$ cat config.mk
export PLATFORM = sky130hd
export DESIGN_NAME = srpt_grant_top
export DESIGN_NICKNAME = d
export VERILOG_FILES = /design/src/srpt_pkg.sv /design/src/srpt_header_intake.sv /design/src/srpt_slot.sv /design/src/srpt_grant_issue.sv /design/src/srpt_grant_top.sv
export SDC_FILE = /design/constraint.sdc
export NUM_CORES = 1
export LEC_CHECK = 0
export ABC_AREA = 1
export ABC_CLOCK_PERIOD_IN_PS = 2500
export BUFFER_PORTS_ARGS = -buffer_cell sky130_fd_sc_hd__buf_2
export CAP_MARGIN = 20
export CORE_MARGIN = 2
export CORE_UTILIZATION = 45
export CTS_CLUSTER_DIAMETER = 60
export DETAILED_ROUTE_END_ITERATION = 7
export HOLD_SLACK_MARGIN = 0.08
export SLEW_MARGIN = 10
export SYNTH_ARGS = -nofsm -noshare
export SYNTH_HDL_FRONTEND = slang
export SYNTH_SLANG_ARGS = --single-unit
$ cat constraint.sdc
create_clock -name ap_clk -period 2.5 [get_ports ap_clk]
set_input_delay 0.5 -clock ap_clk [delete_from_list [all_inputs] [get_ports ap_clk]]
set_output_delay 0.5 -clock ap_clk [all_outputs]
set_load 0.05 [all_outputs]
$ cat src/srpt_pkg.sv
package srpt_pkg;

   // peer and rpc id width
   localparam int ID_W = 14;
   // packet counts and header length fields
   localparam int PKT_W = 10;

   // encoding kept identical to the request/entry codes on the wire
   // only EMPTY, BLOCKED and ACTIVE are produced by this queue
   typedef enum logic [2:0] {
      UPDATE     = 3'd0,
      BLOCK      = 3'd1,
      INVALIDATE = 3'd2,
      UNBLOCK    = 3'd3,
      EMPTY      = 3'd4,
      BLOCKED    = 3'd5,
      ACTIVE     = 3'd6
   } srpt_state_e;

   // one queue entry, 51 bits, msb first
   typedef struct packed {
      logic [ID_W-1:0]  peer_id;
      logic [ID_W-1:0]  rpc_id;
      logic [PKT_W-1:0] recv_pkts;
      logic [PKT_W-1:0] grantable_pkts;
      srpt_state_e      state;
   } srpt_entry_t;

   // incoming DATA packet header, 58 bits, msb first
   typedef struct packed {
      logic [ID_W-1:0]  peer_id;
      logic [ID_W-1:0]  rpc_id;
      logic [PKT_W-1:0] msg_len;
      logic [PKT_W-1:0] incoming;
      logic [PKT_W-1:0] offset;
   } srpt_header_t;

   // fill value for unused queue positions
   localparam srpt_entry_t SRPT_EMPTY_ENTRY = '{
      peer_id:        '0,
      rpc_id:         '0,
      recv_pkts:      '0,
      grantable_pkts: '0,
      state:          EMPTY
   };

   // ranking rule, true when a must sit strictly ahead of b
   // ACTIVE > BLOCKED > EMPTY, higher code wins
   // same state: fewer grantable packets wins
   // equal entries return false so the older one keeps its place
   function automatic logic srpt_before(input srpt_entry_t a, input srpt_entry_t b);
      logic result;
      if (a.state != b.state) begin
         result = (a.state > b.state);
      end else begin
         result = (a.grantable_pkts < b.grantable_pkts);
      end
      return result;
   endfunction

endpackage

$ cat src/srpt_header_intake.sv
`timescale 1ns/10ps

module srpt_header_intake (
   input  logic                  ap_clk,
   input  logic                  ap_rst,
   input  logic                  header_valid_i,
   input  srpt_pkg::srpt_header_t header_i,
   input  srpt_pkg::srpt_entry_t  head_i,
   output logic                  push_o,
   output srpt_pkg::srpt_entry_t  new_entry_o
);

   import srpt_pkg::*;

   logic        accept;
   logic        peer_hit;
   srpt_entry_t entry_d;

   // first unscheduled packet with something left to grant
   assign accept = header_valid_i
                   && (header_i.offset == '0)
                   && (header_i.msg_len > header_i.incoming);

   // hit only on the peer of a live, non-EMPTY head
   assign peer_hit = (head_i.state != EMPTY) && (header_i.peer_id == head_i.peer_id);

   // entry built straight from the header
   always_comb begin
      entry_d.peer_id        = header_i.peer_id;
      entry_d.rpc_id         = header_i.rpc_id;
      // the packet carrying this header
      entry_d.recv_pkts      = PKT_W'(1);
      entry_d.grantable_pkts = header_i.msg_len - PKT_W'(1);
      entry_d.state          = peer_hit ? BLOCKED : ACTIVE;
   end

   // push strobe one cycle after the header edge
   always_ff @(posedge ap_clk) begin
      if (ap_rst) begin
         push_o <= 1'b0;
      end else begin
         push_o <= accept;
      end
   end

   // payload is only meaningful while push_o is high
   always_ff @(posedge ap_clk) begin
      if (accept) begin
         new_entry_o <= entry_d;
      end
   end

endmodule

$ cat src/srpt_slot.sv
`timescale 1ns/10ps

module srpt_slot (
   input  logic                 ap_clk,
   input  logic                 ap_rst,
   input  logic                 push_i,
   input  logic                 pop_i,
   input  srpt_pkg::srpt_entry_t new_entry_i,
   input  srpt_pkg::srpt_entry_t prev_entry_i,
   input  logic                 prev_take_i,
   input  srpt_pkg::srpt_entry_t next_entry_i,
   output srpt_pkg::srpt_entry_t entry_o,
   output logic                 take_o
);

   import srpt_pkg::*;

   srpt_entry_t entry_q;

   assign entry_o = entry_q;

   // new entry ranks ahead of what this slot holds
   // chain is sorted, so once high it stays high toward the tail
   assign take_o = push_i && srpt_before(new_entry_i, entry_q);

   always_ff @(posedge ap_clk) begin
      if (ap_rst) begin
         entry_q <= SRPT_EMPTY_ENTRY;
      end else if (push_i) begin
         if (prev_take_i) begin
            // insertion point is above us, shift down one place
            entry_q <= prev_entry_i;
         end else if (take_o) begin
            // insertion point is exactly here
            entry_q <= new_entry_i;
         end
      end else if (pop_i) begin
         // head left the queue, everything moves up
         entry_q <= next_entry_i;
      end
   end

   // grant stage must hold off pops during a push
   assert property (@(posedge ap_clk) disable iff (ap_rst)
      !(push_i && pop_i));

   // take flags are monotonic along the chain
   // a break here would duplicate or lose an entry
   assert property (@(posedge ap_clk) disable iff (ap_rst)
      (push_i && prev_take_i) |-> take_o);

   // chain order holds against the slot above
   // slot 0 sees an EMPTY neighbour, which says nothing about order
   assert property (@(posedge ap_clk) disable iff (ap_rst)
      (!push_i && (prev_entry_i.state != EMPTY)) |-> !srpt_before(entry_q, prev_entry_i));

endmodule

$ cat src/srpt_grant_issue.sv
`timescale 1ns/10ps

module srpt_grant_issue (
   input  logic                 ap_clk,
   input  logic                 ap_rst,
   input  logic                 grant_req_i,
   input  logic                 push_i,
   input  srpt_pkg::srpt_entry_t head_i,
   output logic                 pop_o,
   output logic                 grant_valid_o,
   output srpt_pkg::srpt_entry_t grant_o
);

   import srpt_pkg::*;

   // request that lost to a push and waits for it to clear
   logic req_wait_q;
   logic req_any;

   assign req_any = grant_req_i || req_wait_q;

   // push wins and the pop waits a cycle
   assign pop_o = req_any && (head_i.state != EMPTY) && !push_i;

   always_ff @(posedge ap_clk) begin
      if (ap_rst) begin
         req_wait_q    <= 1'b0;
         grant_valid_o <= 1'b0;
      end else begin
         // keep waiting across back-to-back pushes
         req_wait_q    <= req_any && push_i;
         grant_valid_o <= pop_o;
      end
   end

   // grant payload holds the head seen at the pop edge
   always_ff @(posedge ap_clk) begin
      if (pop_o) begin
         grant_o <= head_i;
      end
   end

   // an issued grant always carries a real entry
   assert property (@(posedge ap_clk) disable iff (ap_rst)
      grant_valid_o |-> (grant_o.state inside {ACTIVE, BLOCKED}));

endmodule

$ cat src/srpt_grant_top.sv
`timescale 1ns/10ps

module srpt_grant_top #(
   parameter int QUEUE_DEPTH = 8
) (
   input  logic                  ap_clk,
   input  logic                  ap_rst,
   input  logic                  header_valid_i,
   input  srpt_pkg::srpt_header_t header_i,
   input  logic                  grant_req_i,
   output logic                  grant_valid_o,
   output srpt_pkg::srpt_entry_t  grant_o
);

   import srpt_pkg::*;

   logic        push;
   logic        pop;
   srpt_entry_t new_entry;

   // slot contents and take flags, index 0 is the head
   srpt_entry_t slot_entry [QUEUE_DEPTH];
   logic        slot_take  [QUEUE_DEPTH];

   srpt_header_intake u_intake (
      .ap_clk         (ap_clk),
      .ap_rst         (ap_rst),
      .header_valid_i (header_valid_i),
      .header_i       (header_i),
      .head_i         (slot_entry[0]),
      .push_o         (push),
      .new_entry_o    (new_entry)
   );

   for (genvar k = 0; k < QUEUE_DEPTH; k++) begin : g_slot
      srpt_entry_t prev_entry;
      srpt_entry_t next_entry;
      logic        prev_take;

      // head end, nothing above
      if (k == 0) begin : g_head
         assign prev_entry = SRPT_EMPTY_ENTRY;
         assign prev_take  = 1'b0;
      end else begin : g_link_up
         assign prev_entry = slot_entry[k-1];
         assign prev_take  = slot_take[k-1];
      end

      // tail end, pops pull in an empty entry
      if (k == QUEUE_DEPTH-1) begin : g_tail
         assign next_entry = SRPT_EMPTY_ENTRY;
      end else begin : g_link_down
         assign next_entry = slot_entry[k+1];
      end

      srpt_slot u_slot (
         .ap_clk       (ap_clk),
         .ap_rst       (ap_rst),
         .push_i       (push),
         .pop_i        (pop),
         .new_entry_i  (new_entry),
         .prev_entry_i (prev_entry),
         .prev_take_i  (prev_take),
         .next_entry_i (next_entry),
         .entry_o      (slot_entry[k]),
         .take_o       (slot_take[k])
      );
   end

   srpt_grant_issue u_grant (
      .ap_clk        (ap_clk),
      .ap_rst        (ap_rst),
      .grant_req_i   (grant_req_i),
      .push_i        (push),
      .head_i        (slot_entry[0]),
      .pop_o         (pop),
      .grant_valid_o (grant_valid_o),
      .grant_o       (grant_o)
   );

endmodule

-- Word level (Yosys, flattened, before mapping)
Index checks and enable logic that the tools add are counted.
- flip-flop bits (word level): 503
- input bits: 62
- output and inout bits: 52
- logic and storage cells: 154
- add/sub/neg operators: 1
- order comparisons: 17
- eq/ne operators: 18
- multiplexer cells: 40
- reduce and logical (&&, ||, !) cells: 26
- operators by type and width (operator ; count):
    $mux 51 ; 31
    $lt 10x10->1 ; 8
    $gt 3x3->1 ; 8
    $ne 3x3->1 ; 8
    $ne 3x1->1 const B ; 7
    $reduce_and 2->1 ; 8
    $eq 14x14->1 ; 1
    $logic_and 1x1->1 ; 14
    $gt 10x10->1 ; 1
    $logic_not 10->1 ; 1
    $sub 10x1->10 const B ; 1
    $mux 1 ; 8
    $ne 3x3->1 const B ; 1
    $mux 2 ; 1
    $ne 2x1->1 const B ; 1
    $reduce_bool 2->1 ; 1
    $logic_not 1->1 ; 1
    $logic_or 1x1->1 ; 1

-- Longest topological paths before layout
- word-level depth: 6
- depth in mapped cells: 16

-- Modules after synthesis
A second synthesis with hierarchy kept.
- cell total of the unflattened synthesis: 4939
- area, all modules: 30909.6 µm²
- modules (own cells, without submodules) (module ; times used ; cells an instance ; area an instance (µm²) ; seq. area each (µm²)):
    srpt_slot at g_slot[3].u_slot ... ; 5 ; 587 ; 3412.0 ; 1021.0
    srpt_slot at g_slot[0].u_slot ... ; 3 ; 588 ; 3402.0 ; 1021.0
    srpt_header_intake ; 1 ; 177 ; 2020.7 ; 1221.2
    srpt_grant_issue ; 1 ; 61 ; 1615.3 ; 1571.5
    srpt_grant_top ; 1 ; 2 ; 7.5 ; 0.0

-- Worst setup path after synthesis
No wires, ideal clock.
- path type: input-to-reg
- start point: input port grant_req_i
- end point: register g_slot[0].u_slot.entry_q, in the netlist g_slot[0].u_slot.entry_o[10]
- library setup time: 0.119 ns
- arrival: 2.382 ns
- data required time: 2.381 ns
- path slack: -0.002 ns
- stages: 9
- buffers on the path: 2
- cell sequence: nor2_1 > nor2_4 > inv_2 > nor2_4 > inv_2 > nand2_2 > buf_2 > buf_4 > a21oi_1
- word-level cells in the longest chain between the ends: 5
- RTL lines (element ; line ; text):
    from (decl) ; srpt_grant_top.sv:10 ; input logic grant_req_i,
    $logic_or 1x1->1 ; srpt_grant_issue.sv:20 ; assign req_any = grant_req_i || req_wait_q;
    $logic_and 1x1->1 (2 in series) ; srpt_grant_issue.sv:23 ; assign pop_o = req_any && (head_i.state != EMPTY) && !push_i;
    via g_slot[0].u_slot.pop_i ; srpt_slot.sv:7 ; input logic pop_i,
    $reduce_bool 2->1 (no line) ; - ;
    $reduce_and 2->1 (no line) ; - ;
    to (signal assigned) ; srpt_slot.sv:32 ; entry_q <= prev_entry_i;
    to (signal assigned) ; srpt_slot.sv:35 ; entry_q <= new_entry_i;
    to (signal assigned) ; srpt_slot.sv:39 ; entry_q <= next_entry_i;
    to (decl) ; srpt_slot.sv:18 ; srpt_entry_t entry_q;
The timed path passes the listed nets, and every way through them passes these cells.
A chain may end at the register's enable or synchronous reset.

-- Worst setup path after layout
- start point: register u_intake.new_entry_o[1] in the netlist's numbering
- end point: register g_slot[5].u_slot.entry_q, in the netlist g_slot[5].u_slot.entry_o[11]
- word-level cells in the longest chain between the ends: 5
- elaborated cells on any way between the ends: 12
- those cells by class: order compare (2); eq/ne (3); mux (4); reduce/logical (3)
- RTL lines (element ; line ; text):
    from (decl) ; srpt_header_intake.sv:10 ; output srpt_pkg::srpt_entry_t new_entry_o
    from (signal assigned) ; srpt_header_intake.sv:49 ; new_entry_o <= entry_d;
    $gt 3x3->1 or $ne 3x3->1 (tied branches) ; srpt_pkg.sv:54, srpt_pkg.sv:53 ;
    $mux 1 ; srpt_pkg.sv:53 ; if (a.state != b.state) begin
    $logic_and 1x1->1 ; srpt_slot.sv:24 ; assign take_o = push_i && srpt_before(new_entry_i, entry_q);
    $ne 3x1->1 (no line) or $mux 51 (tied branches) ; - ;
    $reduce_and 2->1 (no line) or $mux 51 (tied branches) ; - ;
    to (signal assigned) ; srpt_slot.sv:32 ;
    to (signal assigned) ; srpt_slot.sv:35 ;
    to (signal assigned) ; srpt_slot.sv:39 ;
    to (decl) ; srpt_slot.sv:18 ;
Parallel ways exist; a longest one is shown, timed or not.

==> metrics.log <==
INFO  metric max_freq = 411 MHz
INFO  metric cts-buffers-inserted = 57
INFO  metric finalMaxSlewViolations = 0
INFO  metric power.switching = 17400 uW
INFO  metric number_of_vias_after_detailed_routing = 28400
INFO  metric route.detailed.wl_per_inst = 19.3 um
INFO  metric synth-compound-area-share = 0.0708
INFO  metric grtUsageTotal = 0.296
INFO  metric synth_area_per_cell = 6.63 sq um
INFO  metric multiInputGateArea = 14800 sq um
INFO  metric relSlewSlack = 0.466
INFO  metric synth.yosys.seq_area_share = 0.392
INFO  metric regArea = 11000 sq um
INFO  metric clk_latency = 0.65 ns
INFO  metric syn_nets = 4381
INFO  metric dieArea = 64100 sq um
INFO  metric worst_hold_path_type = in2reg
INFO  metric static-leakage-power = 0.0158 uW
INFO  metric die_width = 253 um
INFO  metric cp-end-kind = flip-flop
INFO  metric grt_start_max_net_pins = 163
INFO  metric wl_final = 101000 um
INFO  metric design.core.area = 61600 sq um
INFO  metric crit_path_max_fanout = 16
INFO  metric ys_async_sr_fraction = 0
INFO  metric synth_enable_flop_cells = 91
INFO  metric floorplan.die.height = 253 um
INFO  metric outcome = completed
INFO  metric synth.lib_cells_used.distinct = 37
INFO  metric rows = 91
INFO  metric area_growth_syn_to_layout = 19.8%
INFO  metric synth_seq_cells = 502
INFO  metric cts_root_buffer = sky130_fd_sc_hd__clkbuf_16
INFO  metric power-per-cell-area = 1180 nW/um^2
INFO  metric clock_tree.buffer_depth = 3
INFO  metric starting_drt_drc_count = 3001
INFO  metric rsz0062_at_grt = true
INFO  metric ant_nets = 0
INFO  metric clock-skew-final = 0.0337 ns
INFO  metric drive_gt1_frac = 0.113
INFO  metric finalWorstPathRequiredPeriod = 2.44 ns
INFO  metric synthesis.area = 28000 sq um
INFO  metric max_cap_viols = 0
INFO  metric vias_in_the_first_global_route = 25700
INFO  metric share_clk_of_total_power = 0.214
INFO  metric cts_htree_levels = 2
INFO  metric cts_sinks = 502
INFO  metric fillerInstances = 6095
INFO  metric io_pins = 114
INFO  metric post_drt_via_cell_ratio = 5.44
INFO  metric synthMuxAreaShare = 0
INFO  metric power.switching_fraction = 0.440
INFO  metric dominant_combinational_cell_family_by_area_after_synthesis = simple AND/OR/NAND/NOR gates
INFO  metric critical_path.startpoint_type = flip-flop
INFO  metric first_pass_iters = 6
INFO  metric xor_xnor_cell_area_share_of_the_yosys_netlist = 0.00689
INFO  metric dominantRegCellSynth = sky130_fd_sc_hd__dfxtp_1
INFO  metric clock_pin_slew_on_the_worst_setup_and_hold_paths = 0.06 ns
INFO  metric p_comb_frac = 0.474
INFO  metric tightestPinTransition = 0.801 ns
INFO  metric detailedPlacementHpwl = 64300 um
INFO  metric grt_overflow_total = 0
INFO  metric fin_util = 0.544
INFO  metric cts_tree = built
INFO  metric final_cell_count_no_fill = 5231
INFO  metric worst-endpoint-required = 3.02 ns
INFO  metric vdd.ir_drop.worst = 974 uV
INFO  metric io_buffer_count = 113
INFO  metric sequentialPowerShare = 0.312
INFO  metric timing.critical_path.arrival = 2.95 ns
INFO  metric cellInternalPower = 22100 uW
INFO  metric floorplan.initialDensity = 0.454
INFO  metric antenna_cells = 0
INFO  metric finalInstanceArea = 33500 sq um
INFO  metric grt_first_pass_wirelength = 150000 um
INFO  metric drc = 0
INFO  metric critical_path_type = reg2reg
INFO  metric synthCells = 4220
INFO  metric nNetsFinal = 4508
INFO  metric post_dp_cell_area = 30500 sq um
INFO  metric count_of_endpoints_failing_setup_in_the_final_report = 0
INFO  metric finalCritPeriodShare = 0.974
INFO  metric finalHoldViolations = 0
INFO  metric ys_warn_count = 0
INFO  metric post_synth_fa_ha_maj_area_fraction = 0.0443
INFO  metric antenna_found_initial = 2
INFO  metric fin_hold_ws = 0.184 ns
INFO  metric yosys.area_share.simple = 0.397
INFO  metric routabilityCongestion = 0.880
INFO  metric placed_cell_count = 5071
-- layout by cell type, fill, tap and decap left out, types with 7 or more instances in the layout --
master,count
sky130_fd_sc_hd__buf_6,25
sky130_fd_sc_hd__ha_1,94
sky130_fd_sc_hd__buf_2,114
sky130_fd_sc_hd__nand2_2,13
sky130_fd_sc_hd__inv_1,296
sky130_fd_sc_hd__o21ai_1,19
sky130_fd_sc_hd__nand3_1,575
sky130_fd_sc_hd__clkbuf_1,21
sky130_fd_sc_hd__nor2_1,634
sky130_fd_sc_hd__nor2_4,8
sky130_fd_sc_hd__dfxtp_1,410
sky130_fd_sc_hd__o21ai_0,179
sky130_fd_sc_hd__clkinv_2,9
sky130_fd_sc_hd__o22ai_1,13
sky130_fd_sc_hd__nand3b_1,70
sky130_fd_sc_hd__nand2_1,1176
sky130_fd_sc_hd__clkbuf_16,73
sky130_fd_sc_hd__a21oi_1,161
sky130_fd_sc_hd__nand2_4,8
sky130_fd_sc_hd__edfxtp_1,91
sky130_fd_sc_hd__xnor2_1,10
sky130_fd_sc_hd__clkbuf_8,7
sky130_fd_sc_hd__nand3_2,7
sky130_fd_sc_hd__xor2_1,12
sky130_fd_sc_hd__dlygate4sd3_1,27
sky130_fd_sc_hd__buf_4,124
sky130_fd_sc_hd__nand4_1,95
sky130_fd_sc_hd__nor2_2,7
sky130_fd_sc_hd__buf_12,54
sky130_fd_sc_hd__inv_2,8
-- cell usage after synthesis (10+ instances only) --
master	instances	area, sq um
sky130_fd_sc_hd__nand2_1	1190	4470
sky130_fd_sc_hd__nor2_1	644	2420
sky130_fd_sc_hd__nand3_1	582	2910
sky130_fd_sc_hd__dfxtp_1	411	8230
sky130_fd_sc_hd__inv_1	301	1130
sky130_fd_sc_hd__o21ai_0	185	926
sky130_fd_sc_hd__a21oi_1	163	816
sky130_fd_sc_hd__clkbuf_1	144	541
sky130_fd_sc_hd__buf_2	112	561
sky130_fd_sc_hd__ha_1	99	1240
sky130_fd_sc_hd__nand4_1	95	594
sky130_fd_sc_hd__edfxtp_1	91	2730
sky130_fd_sc_hd__nand3b_1	70	526
sky130_fd_sc_hd__buf_1	23	86.3
sky130_fd_sc_hd__o22ai_1	15	93.8
sky130_fd_sc_hd__o21ai_1	13	65.1
sky130_fd_sc_hd__xor2_1	12	105
sky130_fd_sc_hd__buf_4	11	82.6
sky130_fd_sc_hd__xnor2_1	10	87.6
-- power by group through the flow --
stage	clock (uW)	combinational, uW	sequential, uW
after floorplan	0	9960	12600
after global placement	0	16800	12400
after detailed placement	0	17000	12400
after CTS	8530	17100	12300
after global routing	8830	20300	12600
final	8450	18700	12300
-- per-stage QoR --
step           power [uW]  setup TNS (ns)  worst slack (ns)
2_1_floorplan       22500               0            0.0109
3_3_place_gp        29200               0           0.00573
3_5_place_dp        29400        -0.00633          -0.00372
4_1_cts             37900               0           0.00932
5_1_grt             41700           -2.25           -0.0744
6_report            39500               0            0.0644
-- worst max-delay path, stage by stage, from the launching register on --
cell and delay (ns):
sky130_fd_sc_hd__edfxtp_1 0.38, sky130_fd_sc_hd__buf_6 0.18, sky130_fd_sc_hd__ha_1 0.28, sky130_fd_sc_hd__inv_1 0.07, sky130_fd_sc_hd__nor2_4 0.16, sky130_fd_sc_hd__nand2_1 0.08
sky130_fd_sc_hd__nor2_2 0.10, sky130_fd_sc_hd__nand3_2 0.12, sky130_fd_sc_hd__nand2_2 0.13, sky130_fd_sc_hd__nand2_1 0.14, sky130_fd_sc_hd__nand3_4 0.15, sky130_fd_sc_hd__clkinv_4 0.13
sky130_fd_sc_hd__clkbuf_16 0.22, sky130_fd_sc_hd__nor2_1 0.11, sky130_fd_sc_hd__nor2_1 0.05
-- metal layers --
| metal | vias to the layer above | GRT usage | wire, um |
|---|---|---|---|
| met5 | - | 0 | 0 |
| met4 | 0 | 0.0822 | 2800 |
| met3 | 179 | 0.0414 | 7900 |
| met2 | 1204 | 0.474 | 45500 |
| met1 | 13100 | 0.415 | 44900 |
| li1 | 13900 | - | - |
-- final cells by class --
type	count	share of cell area
clock buffers	87	0.0493
clock inverters	19	0.00628
inverters	310	0.0355
multi-input cells	3114	0.443
flip-flops and latches	502	0.327
well taps	837	0.0313
repair buffers	362	0.107
-- sequential cells by signal, indices dropped and copies added (netlist names) --
register / cells
g_slot.u_slot.entry_o: 408
u_grant.grant_o: 51
u_intake.new_entry_o: 40
u_grant.grant_valid_o: 1
u_grant.req_wait_q: 1
u_intake.push_o: 1
-- timing repair --
item	4_1_cts	5_1_grt
gates cloned	0	17
hold endpoints to repair	27	0
setup endpoints to repair	47	350
gates resized for setup	2	88
hold buffers	27	0
buffers inserted	2	9
pin swaps	0	19
-- path summary, 6_finish.rpt --
| check | startpoint | end | slack, ns | cells after the start |
|---|---|---|---|---|
| max reg2reg | u_intake.new_entry_o[1]$_DFFE_PP_ | g_slot[5].u_slot.entry_o[11]$_SDFFE_PP0P_ | 0.06 | 14 |
| max | u_intake.new_entry_o[1]$_DFFE_PP_ | g_slot[5].u_slot.entry_o[11]$_SDFFE_PP0P_ | 0.06 | 14 |
| min | header_i[56] | u_intake.new_entry_o[49]$_DFFE_PP_ | 0.18 | 1 |
| min reg2reg | g_slot[7].u_slot.entry_o[15]$_SDFFE_PP0P_ | g_slot[7].u_slot.entry_o[15]$_SDFFE_PP0P_ | 0.46 | 2 |
-- kinds of logic after synthesis --
kind of cell / after synthesis
and+or+nand+nor: 2608
AOI/OAI and AO/OA: 385
buffers and inverters: 604
xor gates and xnor gates: 22
DFF: 502
adders and majority gates: 99
(Power assumes the default switching activity.)
